--- config.mk ---
export PLATFORM = sky130hd
export DESIGN_NAME = cab_io
export DESIGN_NICKNAME = d
export VERILOG_FILES = /design/src/hdl/cab_pkg.sv /design/src/hdl/cab_analog_if.sv /design/src/hdl/joy_formatter.sv /design/src/hdl/analog_unit.sv /design/src/hdl/cab_read_mux.sv /design/src/hdl/cab_io.sv
export VERILOG_INCLUDE_DIRS = /design/src /design/src/include
export SDC_FILE = /design/constraint.sdc
export NUM_CORES = 1
export LEC_CHECK = 0
export BUFFER_PORTS_ARGS = -buffer_cell sky130_fd_sc_hd__buf_4
export CORE_MARGIN = 2
export CORE_UTILIZATION = 30
export DETAILED_ROUTE_END_ITERATION = 8
export PLACE_DENSITY = 0.47
export SETUP_SLACK_MARGIN = 0.4
export SLEW_MARGIN = 20
export SYNTH_ARGS = -nofsm -noshare
export SYNTH_HDL_FRONTEND = slang
export SYNTH_SLANG_ARGS = --single-unit
--- constraint.sdc ---
create_clock -name clk -period 9.45 [get_ports clk]
set_clock_uncertainty 0.1 [all_clocks]
set_input_delay 0.945 -clock clk [delete_from_list [all_inputs] [get_ports clk]]
set_output_delay 0.945 -clock clk [all_outputs]
set_load 0.01 [all_outputs]
--- src/include/cab_defines.svh ---
`ifndef CAB_DEFINES_SVH
`define CAB_DEFINES_SVH

// Game identifier codes as seen on game_id
`define CAB_GAME_GENERIC   8'h00
`define CAB_GAME_HWCHAMP   8'h11  // Boxing handle
`define CAB_GAME_PASSSHT   8'h12  // Four players with pass layout
`define CAB_GAME_DUNKSHOT  8'h14  // Trackball
`define CAB_GAME_BULLET    8'h18  // Three players

// Trackball counter values after reset
`define CAB_TB_RESET0      12'h10a
`define CAB_TB_RESET1      12'h20b
`define CAB_TB_RESET2      12'h30c
`define CAB_TB_RESET3      12'h40d
`define CAB_TB_RESET4      12'h50e
`define CAB_TB_RESET5      12'h60f
`define CAB_TB_RESET6      12'h701
`define CAB_TB_RESET7      12'h802

// Horizontal blanks between two trackball updates
`define CAB_TB_INTERVAL    64

`endif

--- src/hdl/cab_pkg.sv ---
`include "cab_defines.svh"

package cab_pkg;

    // Supported cabinet layouts
    typedef enum logic [2:0] {
        GAME_GENERIC,
        GAME_BULLET,   // Three players with nibble swap
        GAME_PASSSHT,  // Pass layout in custom region
        GAME_DUNKSHOT, // Trackball
        GAME_HWCHAMP   // Boxing handle
    } game_t;

    // Formatted digital inputs, one byte each
    typedef struct packed {
        logic [7:0] sys;
        logic [7:0] p1;
        logic [7:0] p2;
        logic [7:0] p3;
        logic [7:0] pass0;
        logic [7:0] pass1;
        logic [7:0] pass2;
        logic [7:0] pass3;
    } joy_bytes_t;

    // Serial register load source coded as addr 2..1
    typedef enum logic [1:0] {
        ANA_MONITOR = 2'd0,
        ANA_LEFT    = 2'd1,
        ANA_RIGHT   = 2'd2,
        ANA_IDLE    = 2'd3
    } ana_sel_t;

    function automatic game_t decode_game(input logic [7:0] id);
        case (id)
            `CAB_GAME_GENERIC:  return GAME_GENERIC;
            `CAB_GAME_BULLET:   return GAME_BULLET;
            `CAB_GAME_PASSSHT:  return GAME_PASSSHT;
            `CAB_GAME_DUNKSHOT: return GAME_DUNKSHOT;
            `CAB_GAME_HWCHAMP:  return GAME_HWCHAMP;
            default:            return GAME_GENERIC; // Unknown titles
        endcase
    endfunction

endpackage

--- src/hdl/cab_analog_if.sv ---
`timescale 1ns/100ps

interface cab_analog_if;
    import cab_pkg::*;

    logic        load;      // One-cycle strobe
    ana_sel_t    load_sel;
    logic        shift;     // One-cycle strobe never paired with load
    logic [2:0]  tb_idx;
    logic [11:0] tb_word;   // Counter picked by tb_idx
    logic        ser_bit;   // MSB of the serial register

    modport mux (
        output load,
        output load_sel,
        output shift,
        output tb_idx,
        input  tb_word,
        input  ser_bit
    );

    modport unit (
        input  load,
        input  load_sel,
        input  shift,
        input  tb_idx,
        output tb_word,
        output ser_bit
    );

endinterface

--- src/hdl/joy_formatter.sv ---
`timescale 1ns/100ps

module joy_formatter (
    input  logic                clk,
    input  logic                rst,
    input  cab_pkg::game_t      game,
    input  logic [7:0]          joystick1,
    input  logic [7:0]          joystick2,
    input  logic [7:0]          joystick3,
    input  logic [7:0]          joystick4,
    input  logic [3:0]          start_button,
    input  logic [3:0]          coin_input,
    input  logic                service,
    input  logic                dip_test,
    output logic [7:0]          sys_inputs,
    output cab_pkg::joy_bytes_t joy
);
    import cab_pkg::*;

    logic [7:0] joy_m [4];
    logic [7:0] joy_s [4];
    logic [3:0] start_m, start_s;
    logic [3:0] coin_m, coin_s;
    logic [1:0] misc_m, misc_s;  // {service, dip_test}

    function automatic logic [7:0] sort_joy(input logic [7:0] j);
        return {j[1:0], j[3:2], j[7], j[5:4], j[6]};
    endfunction

    function automatic logic [7:0] swap_nib(input logic [7:0] b);
        return {b[3:0], b[7:4]};
    endfunction

    function automatic logic [7:0] pass_joy(input logic [7:0] j);
        return {j[7:4], j[1:0], j[3:2]};
    endfunction

    // Two-flop synchronizer with switches idling high
    always_ff @(posedge clk or posedge rst) begin
        if (rst) begin
            joy_m   <= '{default: 8'hff};
            joy_s   <= '{default: 8'hff};
            start_m <= '1;
            start_s <= '1;
            coin_m  <= '1;
            coin_s  <= '1;
            misc_m  <= '1;
            misc_s  <= '1;
        end else begin
            joy_m   <= '{joystick1, joystick2, joystick3, joystick4};
            joy_s   <= joy_m;
            start_m <= start_button;
            start_s <= start_m;
            coin_m  <= coin_input;
            coin_s  <= coin_m;
            misc_m  <= {service, dip_test};
            misc_s  <= misc_m;
        end
    end

    assign sys_inputs = {2'b11, start_s[1:0], misc_s, coin_s[1:0]};

    always_comb begin
        joy.sys   = sys_inputs;
        joy.p1    = sort_joy(joy_s[0]);
        joy.p2    = sort_joy(joy_s[1]);
        joy.p3    = 8'hff;            // Only wired on three-player cabinets
        joy.pass0 = pass_joy(joy_s[0]);
        joy.pass1 = pass_joy(joy_s[1]);
        joy.pass2 = pass_joy(joy_s[2]);
        joy.pass3 = pass_joy(joy_s[3]);
        case (game)
            GAME_BULLET: begin
                joy.sys[7:6] = {coin_s[2], start_s[2]};
                joy.p1       = swap_nib(sort_joy(joy_s[0]));
                joy.p2       = swap_nib(sort_joy(joy_s[1]));
                joy.p3       = swap_nib(sort_joy(joy_s[2]));
            end
            GAME_PASSSHT: joy.sys[7:6] = start_s[3:2];
            GAME_DUNKSHOT: begin
                joy.sys[7:6] = start_s[3:2];
                // Button pairs, player 4 on top
                joy.p1 = {joy_s[3][5:4], joy_s[2][5:4], joy_s[1][5:4], joy_s[0][5:4]};
            end
            default: ;
        endcase
    end

endmodule

--- src/hdl/analog_unit.sv ---
`timescale 1ns/100ps
`include "cab_defines.svh"

module analog_unit (
    input  logic           clk,
    input  logic           rst,
    input  logic           lhbl,
    input  cab_pkg::game_t game,
    input  logic [15:0]    joyana1,
    input  logic [15:0]    joyana2,
    input  logic [15:0]    joyana3,
    input  logic [15:0]    joyana4,
    input  logic [15:0]    joyana1b,
    cab_analog_if.unit     ana
);
    import cab_pkg::*;

    localparam int LINE_W = $clog2(`CAB_TB_INTERVAL);
    localparam logic [11:0] TB_RESET [8] = '{
        `CAB_TB_RESET0, `CAB_TB_RESET1, `CAB_TB_RESET2, `CAB_TB_RESET3,
        `CAB_TB_RESET4, `CAB_TB_RESET5, `CAB_TB_RESET6, `CAB_TB_RESET7
    };

    logic [11:0]       tb_cnt [8];
    logic [15:0]       stick [4];
    logic              lhbl_l;
    logic              lhbl_fall;
    logic [LINE_W-1:0] line_cnt;
    logic [7:0]        mon_sum;
    logic [7:0]        monitor_val;
    logic [7:0]        left_val;
    logic [7:0]        right_val;
    logic [7:0]        ser_reg;

    // Bits 6..3 of an axis extended with its sign bit
    function automatic logic [11:0] ext_axis(input logic [7:0] a);
        return {{8{a[7]}}, a[6:3]};
    endfunction

    // Handle rests at 20h and pushing is scaled harder than pulling
    function automatic logic [7:0] handle(input logic [7:0] a);
        if (!a[7])
            return 8'h20 - {3'd0, a[6:2]};
        else
            return ~({1'b0, a[6:0]} + {2'b0, a[6:1]} + {3'b0, a[6:2]});
    endfunction

    assign stick[0] = joyana1;
    assign stick[1] = joyana2;
    assign stick[2] = joyana3;
    assign stick[3] = joyana4;

    assign lhbl_fall = lhbl_l & ~lhbl;

    always_ff @(posedge clk or posedge rst) begin
        if (rst) begin
            lhbl_l   <= 1'b0;
            line_cnt <= '0;
            for (int i = 0; i < 8; i++)
                tb_cnt[i] <= TB_RESET[i];
        end else begin
            lhbl_l <= lhbl;
            if (lhbl_fall && game == GAME_DUNKSHOT) begin
                if (line_cnt == LINE_W'(`CAB_TB_INTERVAL - 1))
                    line_cnt <= '0;
                else
                    line_cnt <= line_cnt + 1'b1;
                if (line_cnt == '0) begin
                    for (int i = 0; i < 4; i++) begin
                        tb_cnt[2*i]   <= tb_cnt[2*i]   - ext_axis(stick[i][7:0]);  // X
                        tb_cnt[2*i+1] <= tb_cnt[2*i+1] + ext_axis(stick[i][15:8]); // Y
                    end
                end
            end
        end
    end

    assign mon_sum     = {joyana1[7], joyana1[7:1]} + {joyana1b[7], joyana1b[7:1]};
    assign monitor_val = {~mon_sum[7], mon_sum[6:0]};
    assign left_val    = handle(joyana1b[15:8]);
    assign right_val   = handle(joyana1[15:8]);

    // Serial register read out MSB first
    always_ff @(posedge clk or posedge rst) begin
        if (rst) begin
            ser_reg <= 8'hff;
        end else if (ana.load) begin
            case (ana.load_sel)
                ANA_MONITOR: ser_reg <= monitor_val;
                ANA_LEFT:    ser_reg <= left_val;
                ANA_RIGHT:   ser_reg <= right_val;
                default:     ser_reg <= 8'hff;
            endcase
        end else if (ana.shift) begin
            ser_reg <= {ser_reg[6:0], 1'b0};
        end
    end

    assign ana.tb_word = tb_cnt[ana.tb_idx];
    assign ana.ser_bit = ser_reg[7];

endmodule

--- src/hdl/cab_read_mux.sv ---
`timescale 1ns/100ps

module cab_read_mux (
    input  logic                clk,
    input  logic                rst,
    input  cab_pkg::game_t      game,
    input  logic [23:1]         addr,
    input  logic [15:0]         cpu_dout,
    input  logic                ldswn,
    input  logic                udswn,
    input  logic                ldsn,
    input  logic                udsn,
    input  logic                io_cs,
    input  logic [7:0]          dipsw_a,
    input  logic [7:0]          dipsw_b,
    input  cab_pkg::joy_bytes_t joy,
    cab_analog_if.mux           ana,
    output logic [7:0]          cab_dout,
    output logic                flip,
    output logic                video_en
);
    import cab_pkg::*;

    logic [1:0] region;
    logic       wr;
    logic       hw_access;  // Boxing-handle serial port hit
    logic       shift_en;   // Shift armed by a serial read
    logic [7:0] rd_byte;

    assign region = addr[13:12];
    assign wr     = ~ldswn | ~udswn;

    assign hw_access = io_cs && region == 2'd3 && game == GAME_HWCHAMP
                       && addr[5:4] == 2'd2 && (!ldsn || !udsn);

    assign ana.load     = hw_access & wr;
    assign ana.load_sel = ana_sel_t'(addr[2:1]);
    assign ana.shift    = shift_en & ~io_cs;  // Waits for the access to end
    assign ana.tb_idx   = addr[4:2];

    always_comb begin
        rd_byte = 8'hff;
        if (io_cs) begin
            case (region)
                2'd1: begin
                    case (addr[2:1])
                        2'd0: rd_byte = joy.sys;
                        2'd1: rd_byte = joy.p1;
                        2'd2: rd_byte = joy.p3;
                        2'd3: rd_byte = joy.p2;
                    endcase
                end
                2'd2: rd_byte = addr[1] ? dipsw_a : dipsw_b;
                2'd3: begin
                    case (game)
                        GAME_PASSSHT: begin
                            if (addr[9:8] == 2'd2) begin
                                case (addr[2:1])
                                    2'd0: rd_byte = joy.pass0;
                                    2'd1: rd_byte = joy.pass1;
                                    2'd2: rd_byte = joy.pass2;
                                    2'd3: rd_byte = joy.pass3;
                                endcase
                            end
                        end
                        GAME_DUNKSHOT:
                            rd_byte = !addr[1] ? ana.tb_word[7:0] : {4'd0, ana.tb_word[11:8]};
                        GAME_HWCHAMP:
                            if (hw_access && !wr)
                                rd_byte = {7'd0, ana.ser_bit};
                        default: ;
                    endcase
                end
                default: ;  // Region 0 is write only
            endcase
        end
    end

    always_ff @(posedge clk or posedge rst) begin
        if (rst) begin
            cab_dout <= 8'hff;
            flip     <= 1'b0;
            video_en <= 1'b1;
            shift_en <= 1'b0;
        end else begin
            cab_dout <= rd_byte;
            if (io_cs && region == 2'd0 && !ldswn) begin
                flip     <= cpu_dout[6];
                video_en <= cpu_dout[5];
            end
            if (ana.shift)
                shift_en <= 1'b0;
            else if (hw_access && !wr)
                shift_en <= 1'b1;
        end
    end

endmodule

--- src/hdl/cab_io.sv ---
`timescale 1ns/100ps

module cab_io (
    input  logic        clk,
    input  logic        rst,
    input  logic        lhbl,
    input  logic [7:0]  game_id,
    input  logic [23:1] addr,
    input  logic [15:0] cpu_dout,
    input  logic        ldswn,
    input  logic        udswn,
    input  logic        ldsn,
    input  logic        udsn,
    input  logic        io_cs,
    input  logic        dip_test,
    input  logic [7:0]  dipsw_a,
    input  logic [7:0]  dipsw_b,
    input  logic [7:0]  joystick1,
    input  logic [7:0]  joystick2,
    input  logic [7:0]  joystick3,
    input  logic [7:0]  joystick4,
    input  logic [15:0] joyana1,
    input  logic [15:0] joyana1b,  // Second handle on the boxing cabinet
    input  logic [15:0] joyana2,
    input  logic [15:0] joyana3,
    input  logic [15:0] joyana4,
    input  logic [3:0]  start_button,
    input  logic [3:0]  coin_input,
    input  logic        service,
    output logic [7:0]  sys_inputs,
    output logic [7:0]  cab_dout,
    output logic        flip,
    output logic        video_en
);
    import cab_pkg::*;

    game_t      game;
    joy_bytes_t joy;

    cab_analog_if ana_if ();

    assign game = decode_game(game_id);

    joy_formatter u_joy (
        .clk(clk), .rst(rst), .game(game),
        .joystick1(joystick1), .joystick2(joystick2),
        .joystick3(joystick3), .joystick4(joystick4),
        .start_button(start_button), .coin_input(coin_input),
        .service(service), .dip_test(dip_test),
        .sys_inputs(sys_inputs), .joy(joy)
    );

    analog_unit u_ana (
        .clk(clk), .rst(rst), .lhbl(lhbl), .game(game),
        .joyana1(joyana1), .joyana2(joyana2), .joyana3(joyana3),
        .joyana4(joyana4), .joyana1b(joyana1b),
        .ana(ana_if.unit)
    );

    cab_read_mux u_mux (
        .clk(clk), .rst(rst), .game(game),
        .addr(addr), .cpu_dout(cpu_dout),
        .ldswn(ldswn), .udswn(udswn), .ldsn(ldsn), .udsn(udsn),
        .io_cs(io_cs), .dipsw_a(dipsw_a), .dipsw_b(dipsw_b),
        .joy(joy), .ana(ana_if.mux),
        .cab_dout(cab_dout), .flip(flip), .video_en(video_en)
    );

endmodule

==> impl_metrics.tcl <==
set metrics [dict create \
    port_buffers 159 \
    synth_cells 1460 \
    grt_max_degree 91 \
    initial_core_util_pct 30.32 \
    grt_overflow 0 \
    synthArstFlopShare_pct 100.0 \
    p_total_mw 2.195 \
    cts_max_path_buffers 3 \
    max-cap-violations 0 \
    n_fill_cell 4847 \
    hold_ws_ns 0.2533 \
    io_pins 211 \
    pre_cts_slack_ns 5.103 \
    vias 11340 \
    register_area_sq_mm 0.005269 \
    yosysWarnings 0 \
    cts_tree "yes" \
    h-tree-depth 1 \
    worst_slew_pin_slew_ns 0.9748 \
    grt_setup_unrepaired "false" \
    timing.final.ws_setup_ns 5.664 \
    dieArea_sq_mm 0.04982 \
    hold_start "u_joy.start_m[2]" \
    finalSetupViolCount 0 \
    period_minus_slack_ns 3.786 \
    clock_sinks 204 \
    largest_reg_flops 96 \
    synth_cell_types 79 \
    hold_end "u_joy.start_s[2]" \
    outcome "finished, final reports clean" \
    coreArea_sq_mm 0.04755 \
    cts_setup_buffers 0 \
    drive_gt1_share_pct 25.33 \
    ys_ff_latch 204 \
    syn_area_per_cell_sq_um 9.872 \
    final-hold-violation-count 0 \
    top_register "u_ana.tb_cnt" \
    synth_area_sq_mm 0.01441 \
    hold_buffers 0 \
    reg2reg_to "u_ana.tb_cnt[71]" \
    cts_resized 0 \
    avgViaCountPerCell 5.110 \
    gp_congestion 0.8542 \
    end_kind "register" \
    cts_root_buf "clkbuf_16" \
    holdPathStages 0 \
    cp-start-kind "input pin" \
    critPathArrivalTime_ns 4.15 \
    timing.fmax_mhz 264.1 \
    cts_buffers 26 \
    insertion_delay_ns 0.55 \
    areaGrowthSynthToFinish_pct 17.34 \
    drt-initial-drc-count 527 \
    grt_pass1_wl_microns 64670 \
    rr_startpoint "u_ana.line_cnt[0]" \
    place.detailed.hpwl_microns 30510 \
    fin_crit_sh_pct 40.07 \
    power_density_mw_per_mm2 129.8 \
    avgRoutedWirePerCell_microns 18.29 \
    drc 0 \
    routed_wl_microns 40580 \
    multi_input_area_sq_mm 0.008571 \
    slew-limit-headroom_pct 34.51 \
    num-nets-final 1919 \
    die_w_microns 223.2 \
    synth_top_flop_cell "dfstp_2" \
    groute.usage.overall_pct 16.37 \
    reg2reg_depth 8 \
    clk_pin_slew_worst_paths_ns 0.05 \
    drv_slew 0 \
    holdCritPathClass "reg2reg" \
    p_leak_nw 7.394 \
    worstSetupPathType "in2reg" \
    antenna_found_initial 0 \
    critPathRequiredTime_ns 9.81 \
    synth_edf_count 0 \
    irDropWorstVdd_mv 0.1197 \
    seq_area_frac_synth_pct 36.55 \
    grt_pass1_vias 11430 \
    r2r_setup_slack_ns 6.19 \
    drtAntennaViolNets 0 \
    setup_tns_ns 0 \
    crit_fanout 90 \
    rows 80 \
    dr.pass1.iters 5 \
    die_y_microns 223.2 \
]
synth_stat cells (14+ instances only):
| library cell | number | area, sq um |
|---|---|---|
| and3_1 | 14 | 87.58 |
| xor2_1 | 22 | 192.7 |
| a21o_1 | 29 | 217.7 |
| nand2_1 | 141 | 529.3 |
| dfstp_2 | 131 | 3442 |
| inv_1 | 67 | 251.5 |
| o21a_1 | 22 | 165.2 |
| a211oi_1 | 32 | 240.2 |
| clkbuf_1 | 34 | 127.6 |
| buf_2 | 18 | 90.09 |
| fa_1 | 23 | 460.4 |
| a21oi_1 | 58 | 290.3 |
| mux2_2 | 16 | 180.2 |
| nand2b_1 | 40 | 250.2 |
| o21ai_0 | 150 | 750.7 |
| nor3_1 | 59 | 295.3 |
| nor2b_1 | 27 | 168.9 |
| o31ai_1 | 21 | 157.7 |
| dfrtp_1 | 73 | 1827 |
| nor2_1 | 59 | 221.5 |
| ha_1 | 119 | 1489 |
| mux4_2 | 33 | 743.2 |
| xnor2_1 | 48 | 420.4 |
| nand3_1 | 18 | 90.09 |
| mux2i_1 | 23 | 230.2 |
layout by cell type (no fill, tap or decap), drive strengths merged, types with 7 or more instances in the layout:
cell,n
buf,165
o21ai,150
nand2,141
dfstp,131
ha,119
dfrtp,73
inv,67
nor2,60
nor3,60
a21oi,59
xnor2,48
clkbuf,42
nand2b,41
mux4,33
a211oi,32
a21o,29
nor2b,27
mux2i,23
fa,23
xor2,22
o21a,22
o31ai,21
nand3,18
mux2,16
and3,14
o211ai,11
a31oi,11
o22ai,11
nand4,9
a2111oi,9
or3,9
a221oi,8
o21bai,7
logic make-up (layout without fill, tap and decap cells):
kind of cell / after synthesis / in the layout / synth area share, %
xor+xnor: 70 / 70 / 4.253
buf+inv: 137 / 279 / 4.028
fa+ha+maj: 142 / 142 / 13.52
flops: 204 / 204 / 36.55
other cells: 1 / 3 / 0.02602
compound gates: 413 / 413 / 18.52
mux: 72 / 72 / 8.003
simple gates: 421 / 421 / 15.10
worst max-delay path, stage by stage:
cell and delay (ns):
buf_4 0.12, nor4b_4 0.52, nand2_1 0.47, or2_4 0.65
buf_4 0.48, or4_1 0.60, nand4_1 0.13, xor2_1 0.15
stage by stage:
step / util (%) / std cells / area, sq um
6_report: 35.57 / 2219 / 16910
2_1_floorplan: - / 1461 / 14420
3_3_place_gp: 33.88 / 2171 / 16110
3_5_place_dp: 33.88 / 2171 / 16110
4_1_cts: 35.57 / 2218 / 16910
5_1_grt: 35.57 / 2218 / 16910
worst max path at each step:
| stage | from | end | slack [ns] | depth (start not counted) |
|---|---|---|---|---|
| 5_1_grt | game_id[5] | u_ana.tb_cnt[59] | 5.46 | 8 |
| 6_report | game_id[5] | u_ana.tb_cnt[59] | 5.66 | 8 |
| 3_3_place_gp | game_id[5] | u_ana.tb_cnt[59] | 5.15 | 8 |
| 2_1_floorplan | rst | u_ana.lhbl_l | 3.05 | 1 |
| 4_1_cts | game_id[5] | u_ana.tb_cnt[59] | 5.67 | 8 |
| 3_5_place_dp | game_id[5] | u_ana.tb_cnt[59] | 5.10 | 8 |
per-layer routing:
metal	global-route usage, %	up-vias	share of wire, %
li1	-	5607	-
met1	22.26	5518	47
met3	1.738	32	3.2
met2	28.13	182	49
met5	0	-	0
met4	3.486	0	1.5
power breakdown:
group / internal (mW) / total [mW] / switching [mW] / leakage, nW
combinational: 0.146 / 0.326 / 0.179 / 4.63
clock: 0.561 / 0.941 / 0.380 / 0.386
sequential: 0.915 / 0.929 / 0.0137 / 2.38
total: 1.62 / 2.20 / 0.573 / 7.39
cell type report:
type / count / share of cell area, %
antenna: 1 / 0.01480
clock buffer: 42 / 4.379
clock inverter: 5 / 0.3773
inverter: 67 / 1.531
multi-input combinational: 1120 / 50.67
sequential: 204 / 31.15
tap: 615 / 4.549
timing repair buffer: 165 / 7.324
Power figures use the tool's default switching activity.
